==> config.mk <==
export PLATFORM = sky130hd
export DESIGN_NAME = rom_check_top
export DESIGN_NICKNAME = d
export VERILOG_FILES = /design/src/hdl/rom_check_geom_pkg.sv /design/src/hdl/rom_check_status_pkg.sv /design/src/hdl/rom_check_counter.sv /design/src/hdl/rom_check_hash.sv /design/src/hdl/rom_check_compare.sv /design/src/hdl/rom_check_fsm.sv /design/src/hdl/rom_check_mux.sv /design/src/hdl/rom_check_top.sv
export SDC_FILE = /design/constraint.sdc
export NUM_CORES = 1
export LEC_CHECK = 0
export ABC_CLOCK_PERIOD_IN_PS = 7900
export BUFFER_PORTS_ARGS = -buffer_cell sky130_fd_sc_hd__buf_4
export CORE_AREA = 2 2 233 235
export DETAILED_ROUTE_END_ITERATION = 12
export DIE_AREA = 0 0 235 237
export PLACE_DENSITY = 0.74
export SLEW_MARGIN = 10
export SYNTH_ARGS = -nofsm -noshare
export SYNTH_HDL_FRONTEND = slang
export SYNTH_SLANG_ARGS = --single-unit
==> constraint.sdc <==
create_clock -name clk_i -period 7.9 [get_ports clk_i]
set_input_delay 0.395 -clock clk_i [delete_from_list [all_inputs] [get_ports clk_i]]
set_output_delay 0.395 -clock clk_i [all_outputs]
set_load 0.05 [all_outputs]
==> src/hdl/rom_check_geom_pkg.sv <==
// Fixed ROM geometry; TopCount must be a power of two and TopAw must be its log2
`default_nettype none

package rom_check_geom_pkg;

  // Every ROM word and every digest lane is one 32-bit word
  localparam int WordW = 32;

  // Total number of ROM words, including the expected digest at the top
  localparam int RomDepth = 64;

  // Number of words at the top of the ROM that hold the expected digest
  localparam int TopCount = 8;

  // Width of a ROM word address
  localparam int RomAw = 6;

  // Width of an index into the digest words
  localparam int TopAw = 3;

  // First address of the expected digest, the low image ends just below it
  localparam logic [RomAw-1:0] TopStartAddr = RomAw'(RomDepth - TopCount);

  // Digest layout puts lane 0 in the least significant word
  localparam int DigestW = TopCount * WordW;

endpackage

`default_nettype wire

==> src/hdl/rom_check_status_pkg.sv <==
// State and boolean encodings are sparse; any value outside the listed ones counts as a fault
`default_nettype none

package rom_check_status_pkg;

  // Four-bit boolean, where only the two values below are legal
  typedef logic [3:0] mubi4_t;

  localparam mubi4_t Mubi4True  = 4'h6;
  localparam mubi4_t Mubi4False = 4'h9;

  // Checker FSM states
  // The low nibble of each state doubles as the done flag for the power manager
  // Only Done carries Mubi4True there, so a single flipped bit cannot fake completion
  typedef enum logic [9:0] {
    // Streaming the low image into the digest engine
    ReadingLow  = {6'b001011, Mubi4False},
    // Copying the expected digest while the engine finishes
    ReadingHigh = {6'b110100, Mubi4False},
    // ROM fully read, digest still pending
    RomAhead    = {6'b011110, Mubi4False},
    // Digest ready, top words still being read
    HashAhead   = {6'b100001, Mubi4False},
    // Word-serial compare of computed and expected digest
    Checking    = {6'b010010, Mubi4False},
    // Terminal state, ROM is handed to the bus
    Done        = {6'b101101, Mubi4True},
    // Terminal fault state
    Invalid     = {6'b111011, Mubi4False}
  } check_state_e;

endpackage

`default_nettype wire

==> src/hdl/rom_check_counter.sv <==
// ROM must return read data exactly one cycle after the request; the walk runs once per reset
`timescale 1ns/1ns
`default_nettype none

module rom_check_counter
  import rom_check_geom_pkg::*;
(
  input  logic             clk_i,
  input  logic             rst_ni,
  input  logic             data_rdy_i,
  output logic             done_o,
  output logic [RomAw-1:0] read_addr_o,
  output logic             read_req_o,
  output logic [RomAw-1:0] data_addr_o,
  output logic             data_last_low_o
);

  logic             started_q;
  logic             done_q;
  logic [RomAw-1:0] addr_q;
  logic             go;
  logic             at_top;

  // The word on the data bus is consumed when the sink takes it
  // Nothing is on the bus in the first cycle after reset
  assign go     = started_q & data_rdy_i & ~done_q;
  assign at_top = (addr_q == RomAw'(RomDepth - 1));

  // addr_q always names the word now on the ROM data bus
  always_ff @(posedge clk_i or negedge rst_ni) begin
    if (!rst_ni) begin
      started_q <= 1'b0;
      done_q    <= 1'b0;
      addr_q    <= '0;
    end else begin
      started_q <= 1'b1;
      if (go) begin
        if (at_top) begin
          // Top word has returned, the walk is finished for good
          done_q <= 1'b1;
        end else begin
          addr_q <= addr_q + 1'b1;
        end
      end
    end
  end

  // Step to the next word when the current one is taken, otherwise re-read it
  // so that the same data is still on the bus in the next cycle
  assign read_addr_o = (go && !at_top) ? addr_q + 1'b1 : addr_q;

  // No request once the top word is consumed
  assign read_req_o = ~done_q & ~(go & at_top);

  assign data_addr_o = addr_q;

  // Marks the last word of the low image, the one just below the digest
  assign data_last_low_o = started_q & (addr_q == TopStartAddr - 1'b1);

  assign done_o = done_q;

endmodule

`default_nettype wire

==> src/hdl/rom_check_hash.sv <==
// Keyed XOR absorber in place of a real hash; it accepts one image per reset and never fails
`timescale 1ns/1ns
`default_nettype none

module rom_check_hash
  import rom_check_geom_pkg::*;
(
  input  logic               clk_i,
  input  logic               rst_ni,
  input  logic               vld_i,
  input  logic               last_i,
  input  logic [WordW-1:0]   data_i,
  output logic               rdy_o,
  output logic               done_o,
  output logic [DigestW-1:0] digest_o
);

  logic [RomAw-1:0]   cnt_q;
  logic               stall_q;
  logic [1:0]         fin_q;
  logic [DigestW-1:0] digest_q;
  logic               xfer;
  logic [TopAw-1:0]   lane;
  logic [WordW-1:0]   mixed;

  // One bubble after each fourth word stands in for the permutation rounds
  assign rdy_o = ~stall_q;
  assign xfer  = vld_i & rdy_o;

  // Words arrive in address order, so the accepted count is the word address
  assign lane  = cnt_q[TopAw-1:0];

  // The address acts as the key and is added before folding into the lane
  assign mixed = data_i + WordW'(cnt_q);

  always_ff @(posedge clk_i or negedge rst_ni) begin
    if (!rst_ni) begin
      cnt_q    <= '0;
      stall_q  <= 1'b0;
      fin_q    <= '0;
      digest_q <= '0;
    end else begin
      stall_q <= xfer & (cnt_q[1:0] == 2'b11);
      // Two-stage finish pipeline after the last word
      fin_q   <= {fin_q[0], xfer & last_i};
      if (xfer) begin
        cnt_q <= cnt_q + 1'b1;
        digest_q[lane*WordW +: WordW] <= digest_q[lane*WordW +: WordW] ^ mixed;
      end
    end
  end

  // Digest already holds the last word when done fires
  assign done_o   = fin_q[1];
  assign digest_o = digest_q;

endmodule

`default_nettype wire

==> src/hdl/rom_check_compare.sv <==
// Expected words must all be written before start_i; the index check relies on TopCount = 2**TopAw
`timescale 1ns/1ns
`default_nettype none

module rom_check_compare
  import rom_check_geom_pkg::*;
  import rom_check_status_pkg::*;
(
  input  logic               clk_i,
  input  logic               rst_ni,
  input  logic               exp_we_i,
  input  logic [TopAw-1:0]   exp_idx_i,
  input  logic [WordW-1:0]   exp_data_i,
  input  logic [DigestW-1:0] digest_i,
  input  logic               start_i,
  output logic [DigestW-1:0] exp_digest_o,
  output logic               done_o,
  output mubi4_t             good_o,
  output logic               alert_o
);

  logic [WordW-1:0] exp_q [TopCount];
  logic [TopAw:0]   idx_q;
  logic             busy_q;
  logic             mismatch_q;
  logic             done_q;
  mubi4_t           good_q;
  logic [TopAw-1:0] word_idx;
  logic             word_diff;
  logic             last_word;

  // Expected digest register file, filled one word at a time by the FSM snoop
  always_ff @(posedge clk_i) begin
    if (exp_we_i) begin
      exp_q[exp_idx_i] <= exp_data_i;
    end
  end

  for (genvar k = 0; k < TopCount; k++) begin : g_exp_out
    assign exp_digest_o[k*WordW +: WordW] = exp_q[k];
  end

  assign word_idx  = idx_q[TopAw-1:0];
  assign word_diff = (exp_q[word_idx] != digest_i[word_idx*WordW +: WordW]);
  assign last_word = (idx_q == {1'b0, TopAw'(TopCount - 1)});

  // One word per cycle; done and good land together after the last word
  always_ff @(posedge clk_i or negedge rst_ni) begin
    if (!rst_ni) begin
      busy_q     <= 1'b0;
      idx_q      <= '0;
      mismatch_q <= 1'b0;
      done_q     <= 1'b0;
      good_q     <= Mubi4False;
    end else begin
      done_q <= 1'b0;
      if (start_i) begin
        busy_q     <= 1'b1;
        idx_q      <= '0;
        mismatch_q <= 1'b0;
        good_q     <= Mubi4False;
      end else if (busy_q) begin
        idx_q      <= idx_q + 1'b1;
        mismatch_q <= mismatch_q | word_diff;
        if (last_word) begin
          busy_q <= 1'b0;
          done_q <= 1'b1;
          good_q <= (mismatch_q | word_diff) ? Mubi4False : Mubi4True;
        end
      end
    end
  end

  assign done_o = done_q;
  assign good_o = good_q;

  // While busy the index must stay below TopCount, and it rests at TopCount once finished
  // Anything beyond that means the walk was disturbed
  assign alert_o = busy_q ? idx_q[TopAw] : (idx_q[TopAw] & |idx_q[TopAw-1:0]);

endmodule

`default_nettype wire

==> src/hdl/rom_check_fsm.sv <==
// Runs one check per reset; the only exits from the linear flow are Done and the fault state Invalid
`timescale 1ns/1ns
`default_nettype none

module rom_check_fsm
  import rom_check_geom_pkg::*;
  import rom_check_status_pkg::*;
(
  input  logic               clk_i,
  input  logic               rst_ni,
  input  logic               hash_rdy_i,
  input  logic               hash_done_i,
  input  logic [DigestW-1:0] hash_digest_i,
  input  logic [WordW-1:0]   rom_data_i,
  output logic               hash_vld_o,
  output logic               hash_last_o,
  output logic               rom_req_o,
  output logic [RomAw-1:0]   rom_addr_o,
  output mubi4_t             rom_sel_bus_o,
  output logic [DigestW-1:0] exp_digest_o,
  output mubi4_t             pwr_good_o,
  output mubi4_t             pwr_done_o,
  output logic               keymgr_valid_o,
  output logic               alert_o
);

  logic             counter_done;
  logic [RomAw-1:0] counter_read_addr;
  logic             counter_read_req;
  logic [RomAw-1:0] counter_data_addr;
  logic             counter_data_rdy;
  logic             counter_lnt;
  logic             start_q;
  logic             checker_done;
  logic             checker_alert;
  mubi4_t           checker_good;
  check_state_e     state_d, state_q;
  logic [9:0]       state_bits;
  mubi4_t           in_state_done;
  logic             fsm_alert;
  logic             counter_change;
  logic             reading_top;
  logic [RomAw-1:0] rel_addr;
  logic             hash_vld_d, hash_vld_q;

  rom_check_counter u_counter (
    .clk_i           (clk_i),
    .rst_ni          (rst_ni),
    .data_rdy_i      (counter_data_rdy),
    .done_o          (counter_done),
    .read_addr_o     (counter_read_addr),
    .read_req_o      (counter_read_req),
    .data_addr_o     (counter_data_addr),
    .data_last_low_o (counter_lnt)
  );

  rom_check_compare u_compare (
    .clk_i        (clk_i),
    .rst_ni       (rst_ni),
    .exp_we_i     (reading_top),
    .exp_idx_i    (rel_addr[TopAw-1:0]),
    .exp_data_i   (rom_data_i),
    .digest_i     (hash_digest_i),
    .start_i      (start_q),
    .exp_digest_o (exp_digest_o),
    .done_o       (checker_done),
    .good_o       (checker_good),
    .alert_o      (checker_alert)
  );

  // Any encoding outside the six working states is a fault, Invalid included
  assign fsm_alert = !(state_q inside {ReadingLow, ReadingHigh, RomAhead, HashAhead,
                                       Checking, Done});

  always_comb begin
    state_d = state_q;
    case (state_q)
      ReadingLow: begin
        // Leave once the last low word has gone into the digest engine
        if (counter_lnt && hash_rdy_i && hash_vld_q) begin
          state_d = ReadingHigh;
        end
      end
      ReadingHigh: begin
        // The ROM walk and the digest engine race here
        case ({hash_done_i, counter_done})
          2'b01:   state_d = RomAhead;
          2'b10:   state_d = HashAhead;
          2'b11:   state_d = Checking;
          default: state_d = ReadingHigh;
        endcase
      end
      RomAhead: begin
        if (hash_done_i) begin
          state_d = Checking;
        end
      end
      HashAhead: begin
        if (counter_done) begin
          state_d = Checking;
        end
      end
      Checking: begin
        if (checker_done) begin
          state_d = Done;
        end
      end
      Done: begin
        state_d = Done;
      end
      default: begin
        state_d = Invalid;
      end
    endcase

    // Done strobes outside the states that expect them mean the sequence was disturbed
    if ((checker_done && !(state_q inside {Checking, Done})) ||
        (counter_done && state_q == ReadingLow) ||
        (hash_done_i && !(state_q inside {ReadingHigh, RomAhead}))) begin
      state_d = Invalid;
    end

    // Every alert source pins the FSM in Invalid
    if (alert_o) begin
      state_d = Invalid;
    end
  end

  always_ff @(posedge clk_i or negedge rst_ni) begin
    if (!rst_ni) begin
      state_q <= ReadingLow;
    end else begin
      state_q <= state_d;
    end
  end

  // Low nibble of the state is the done flag without going through a single bit
  assign state_bits    = state_q;
  assign in_state_done = mubi4_t'(state_bits[3:0]);

  // Top words are copied while the counter still walks the high part
  assign reading_top = (state_q inside {ReadingHigh, HashAhead}) & ~counter_done;
  assign rel_addr    = counter_data_addr - TopStartAddr;

  // Valid follows every low read and holds until the engine takes the word
  always_comb begin
    hash_vld_d = hash_vld_q & ~hash_rdy_i;
    if (counter_read_req && state_q == ReadingLow && !counter_lnt) begin
      hash_vld_d = 1'b1;
    end
  end

  // start_q fires in the first cycle spent in Checking
  always_ff @(posedge clk_i or negedge rst_ni) begin
    if (!rst_ni) begin
      hash_vld_q <= 1'b0;
      start_q    <= 1'b0;
    end else begin
      hash_vld_q <= hash_vld_d;
      start_q    <= (state_q != Checking) && (state_d == Checking);
    end
  end

  // During the high part the counter never waits on the engine
  assign counter_data_rdy = hash_rdy_i | (state_q inside {ReadingHigh, HashAhead});
  assign hash_vld_o       = hash_vld_q;
  assign hash_last_o      = counter_lnt;

  // Once in Done the counter must still report done, or its address was tampered with
  assign counter_change = (in_state_done == Mubi4True) & ~counter_done;

  assign rom_sel_bus_o  = in_state_done;
  assign rom_req_o      = counter_read_req;
  assign rom_addr_o     = counter_read_addr;
  assign pwr_done_o     = in_state_done;
  assign pwr_good_o     = checker_good;
  assign keymgr_valid_o = (in_state_done == Mubi4True);
  assign alert_o        = fsm_alert | checker_alert | counter_change;

endmodule

`default_nettype wire

==> src/hdl/rom_check_mux.sv <==
// Bus access is granted only on an exact Mubi4True select; read data is valid one cycle later
`timescale 1ns/1ns
`default_nettype none

module rom_check_mux
  import rom_check_geom_pkg::*;
  import rom_check_status_pkg::*;
(
  input  logic             clk_i,
  input  logic             rst_ni,
  input  mubi4_t           sel_bus_i,
  input  logic             chk_req_i,
  input  logic [RomAw-1:0] chk_addr_i,
  input  logic             bus_req_i,
  input  logic [RomAw-1:0] bus_addr_i,
  input  logic [WordW-1:0] rom_data_i,
  output logic             rom_req_o,
  output logic [RomAw-1:0] rom_addr_o,
  output logic [WordW-1:0] bus_rdata_o,
  output logic             bus_rvalid_o
);

  logic sel_bus;
  logic rvalid_q;

  // Any corrupted select value falls back to the checker side
  assign sel_bus = (sel_bus_i == Mubi4True);

  assign rom_req_o  = sel_bus ? bus_req_i : chk_req_i;
  assign rom_addr_o = sel_bus ? bus_addr_i : chk_addr_i;

  // Bus requests made before the hand-over are dropped here
  always_ff @(posedge clk_i or negedge rst_ni) begin
    if (!rst_ni) begin
      rvalid_q <= 1'b0;
    end else begin
      rvalid_q <= sel_bus & bus_req_i;
    end
  end

  assign bus_rvalid_o = rvalid_q;

  // Checker reads never show up on the bus data lines
  assign bus_rdata_o = rvalid_q ? rom_data_i : '0;

endmodule

`default_nettype wire

==> src/hdl/rom_check_top.sv <==
// ROM storage sits outside and must answer every rom_req_o with data on the next cycle
`timescale 1ns/1ns
`default_nettype none

module rom_check_top
  import rom_check_geom_pkg::*;
  import rom_check_status_pkg::*;
(
  input  logic               clk_i,
  input  logic               rst_ni,
  input  logic [WordW-1:0]   rom_data_i,
  input  logic               bus_req_i,
  input  logic [RomAw-1:0]   bus_addr_i,
  output logic               rom_req_o,
  output logic [RomAw-1:0]   rom_addr_o,
  output logic [WordW-1:0]   bus_rdata_o,
  output logic               bus_rvalid_o,
  output mubi4_t             pwr_done_o,
  output mubi4_t             pwr_good_o,
  output logic               keymgr_valid_o,
  output logic [DigestW-1:0] keymgr_digest_o,
  output logic [DigestW-1:0] exp_digest_o,
  output logic               alert_o
);

  // Digest stream between the FSM and the engine
  logic               hash_vld;
  logic               hash_rdy;
  logic               hash_last;
  logic               hash_done;
  logic [DigestW-1:0] hash_digest;

  // Checker side of the ROM mux
  logic               chk_req;
  logic [RomAw-1:0]   chk_addr;
  mubi4_t             sel_bus;

  rom_check_fsm u_fsm (
    .clk_i          (clk_i),
    .rst_ni         (rst_ni),
    .hash_rdy_i     (hash_rdy),
    .hash_done_i    (hash_done),
    .hash_digest_i  (hash_digest),
    .rom_data_i     (rom_data_i),
    .hash_vld_o     (hash_vld),
    .hash_last_o    (hash_last),
    .rom_req_o      (chk_req),
    .rom_addr_o     (chk_addr),
    .rom_sel_bus_o  (sel_bus),
    .exp_digest_o   (exp_digest_o),
    .pwr_good_o     (pwr_good_o),
    .pwr_done_o     (pwr_done_o),
    .keymgr_valid_o (keymgr_valid_o),
    .alert_o        (alert_o)
  );

  // The engine reads the ROM data bus directly
  rom_check_hash u_hash (
    .clk_i    (clk_i),
    .rst_ni   (rst_ni),
    .vld_i    (hash_vld),
    .last_i   (hash_last),
    .data_i   (rom_data_i),
    .rdy_o    (hash_rdy),
    .done_o   (hash_done),
    .digest_o (hash_digest)
  );

  rom_check_mux u_mux (
    .clk_i        (clk_i),
    .rst_ni       (rst_ni),
    .sel_bus_i    (sel_bus),
    .chk_req_i    (chk_req),
    .chk_addr_i   (chk_addr),
    .bus_req_i    (bus_req_i),
    .bus_addr_i   (bus_addr_i),
    .rom_data_i   (rom_data_i),
    .rom_req_o    (rom_req_o),
    .rom_addr_o   (rom_addr_o),
    .bus_rdata_o  (bus_rdata_o),
    .bus_rvalid_o (bus_rvalid_o)
  );

  assign keymgr_digest_o = hash_digest;

endmodule

`default_nettype wire

==> results.cfg <==
[status]
run_status = finished, final reports clean

[sta]
rsz0062_at_grt = false
max_freq_mhz = 227
worst_hold_slack_ns = 0.0585
finalHoldViolations = 0
fin_setup_tns_ns = 0
period_needed_ns = 4.41
slew_headroom = 0.159
finalClockSkew_ns = 0.0306
setup-violations-final = 0
period_share = 0.558
worst_pin_slew_ns = 1.26
slew_viol_final = 0

[routing]
vias = 20500
drt-total-wl_um = 101000
detail_route.wl_per_cell_um = 31.2
vias_per_cell = 6.29
drtPass1Iterations = 6
drc = 0
drt_iter0_markers = 2477
ant_nets = 0

[die]
die_area_mm2 = 0.0557
die_h_um = 237
row_count = 85
start_util = 0.488
die_x_um = 235
pin_count = 603
core_area_mm2 = 0.0533

[clock_tree]
htreeDepth = 2
clk_latency_ns = 0.63
tritoncts = done
clkTransAtPathRegs_ns = 0.06
cts_sinks = 551
clock_tree.root_cell = clkbuf_16
cts_resized = 0
postCtsSetupRepairBufs = 0
numCtsBuffers = 57
clock_path_buffers = 3

[global_routing]
antenna_found_initial = 0
grt_first_pass_wirelength_um = 145000
grt_pass1_vias = 20600
grt_usage = 0.358
grt.overflow.total = 0
grt_max_degree = 186

[final_layout]
drive_gt1_frac = 0.369
final_nets = 2562
mostFrequentLayoutCell = buf_4
final_cell_mix = buf_4, dfrtp_1, edfxtp_1
n_antenna_cell = 0
fillers = 4161
syn_to_final_growth_pct = 27.6

[synth]
synthMuxAreaShare = 0.159
synth.avg_cell_area_um2 = 13.4
yosys_warnings = 0
synth_seq_cells = 551
synthArstFlopShare = 0.535
synth_top_family_by_area = multiplexers
synth_ff_type = dfrtp_1
synth_nets = 1991
synth-xor-area-share = 0.0761
synth-seq-area-share = 0.580
synth_area_leaders = edfxtp_1, dfrtp_1, mux4_2
netlist_area_mm2 = 0.0260
synthCells = 1934
synth-edff-count = 256
yosys.area.top_type = edfxtp_1
yosys.area_share.simple = 0.0868
synth.distinct_cells = 61
synth_fa_ha_area_frac = 0.00799
synth.top_cell.area_share = 0.296
synth_compound_area_frac = 0.0677

[pwr]
p_per_area_mw_per_mm2 = 188
cellLeakagePower_nw = 13.3
vdd_ir_drop_max_v = 0.000192

[setup_path]
end_kind = flip-flop
required_ns = 8.38
arrival_ns = 4.88
crit_type = flip-flop to flip-flop
crit_path_start_kind = flip-flop
crit_path_max_fanout = 38

[worst_hold_path]
hp-class = input port to flip-flop

[placed_design]
dp_hpwl_um = 69400
place_congestion = 0.943
port-buffer-count = 602

[run]
drv_cap = 0
final cells by class:
| type | count | area [µm²] | area share |
|---|---|---|---|
| Clock inverter | 34 | 335 | 0.0101 |
| Sequential cell | 551 | 15100 | 0.455 |
| Timing Repair Buffer | 631 | 4760 | 0.143 |
| Inverter | 15 | 56.3 | 0.00170 |
| Tap cell | 696 | 871 | 0.0262 |
| Clock buffer | 74 | 1610 | 0.0486 |
| Multi-Input combinational cell | 1249 | 10500 | 0.315 |
synth_stat cells (7+ instances only):
| cell type | n |
|---|---|
| or2_2 | 8 |
| a22o_1 | 25 |
| dfrtp_1 | 289 |
| nand2b_1 | 7 |
| edfxtp_1 | 256 |
| a21oi_1 | 31 |
| mux4_2 | 145 |
| mux2i_1 | 53 |
| o31ai_1 | 30 |
| nand2_1 | 223 |
| nor2b_1 | 7 |
| nand4_1 | 11 |
| buf_2 | 24 |
| xnor2_1 | 103 |
| and2_1 | 37 |
| o22ai_1 | 22 |
| buf_4 | 9 |
| inv_1 | 12 |
| clkbuf_1 | 80 |
| nand3_1 | 26 |
| nor3_1 | 30 |
| nand3b_1 | 7 |
| o21ai_0 | 165 |
| or3_1 | 7 |
| ha_1 | 15 |
| nor4_1 | 10 |
| nor2_1 | 78 |
| xor2_1 | 123 |
| mux2_2 | 30 |
report_power, final:
part / internal, W / switching [W] / leakage, nW
combinational: 0.000102 / 0.000256 / 7.14
sequential: 0.00303 / 0.0000393 / 5.23
clock: 0.00164 / 0.00116 / 0.964
total: 0.00476 / 0.00146 / 13.3
what timing repair did:
item / in CTS / in global routing
hold buffers: 2 / 0
hold endpoints to repair: 111 / 0
endpoints found under the setup margin: 0 / 0
metal layers:
layer	up-vias	track usage	routed length, µm
li1	8293	-	-
met1	10500	0.476	37900
met2	1415	0.577	49000
met3	247	0.0766	10100
met4	0	0.146	4250
met5	-	0	0
critical path: stages, from the launching register on:
cell and delay, ns:
dfrtp_4 0.91, buf_4 0.72, ha_1 0.34, a21o_1 0.13
a21oi_1 0.10, o21a_1 0.23, nor3_2 0.79, nand4_1 0.24
xor2_1 0.47, o21ai_0 0.20
state kept, by name, indices dropped and copies added, names as in the netlist:
name / count
u_fsm.start_q: 1
u_hash.stall_q: 1
u_mux.bus_rvalid_o: 1
u_fsm.u_counter.done_o: 1
u_fsm.u_counter.started_q: 1
u_hash.digest_o: 256
u_fsm.u_compare.exp_q: 256
u_hash.cnt_q: 6
u_fsm.u_compare.good_o: 2
u_fsm.u_compare.done_o: 1
u_fsm.hash_vld_o: 1
u_fsm.u_counter.data_addr_o: 6
u_fsm.state_bits: 10
u_fsm.u_compare.busy_q: 1
u_fsm.u_compare.mismatch_q: 1
u_fsm.u_compare.idx_q: 4
u_hash.fin_q: 2
kinds of logic (layout without fill, tap and decap cells):
kind of cell / Yosys count / after routing
flip-flops: 551 / 551
AND/OR/NAND/NOR: 480 / 480
AO/OA/AOI/OAI: 298 / 298
multiplexers: 228 / 228
XOR/XNOR: 226 / 226
buffers and inverters: 134 / 754
adder cells (fa/ha/maj): 16 / 16
other: 1 / 1
final timing paths:
check	slack, ns	depth (start not counted)	start	endpoint
setup / recovery	3.49	9	u_hash.cnt_q[0]	u_hash.digest_o[211]
hold / removal	0.06	1	rom_data_i[5]	u_fsm.u_compare.exp_q[0][5]
setup reg to reg	3.49	9	u_hash.cnt_q[0]	u_hash.digest_o[211]
hold reg to reg	0.35	0	u_hash.fin_q[0]	u_hash.fin_q[1]
max in group asynchronous	5.77	3	rst_ni	u_hash.cnt_q[1]
min in group asynchronous	0.46	2	rst_ni	u_hash.digest_o[187]
per-stage QoR:
| step | cell area, µm² | setup WS, ns | std cells | utilization | power [W] |
|---|---|---|---|---|---|
| after floorplan | 26000 | 3.60 | 1934 | - | 0.00330 |
| after global placement | 31200 | 3.51 | 3140 | 0.586 | 0.00347 |
| after detailed placement | 31200 | 3.45 | 3140 | 0.586 | 0.00347 |
| after CTS | 33200 | 3.37 | 3250 | 0.623 | 0.00624 |
| after global routing | 33200 | 3.06 | 3250 | 0.623 | 0.00638 |
| final | 33200 | 3.49 | 3250 | 0.623 | 0.00622 |
No activity file was read; power rests on OpenSTA's default activity.
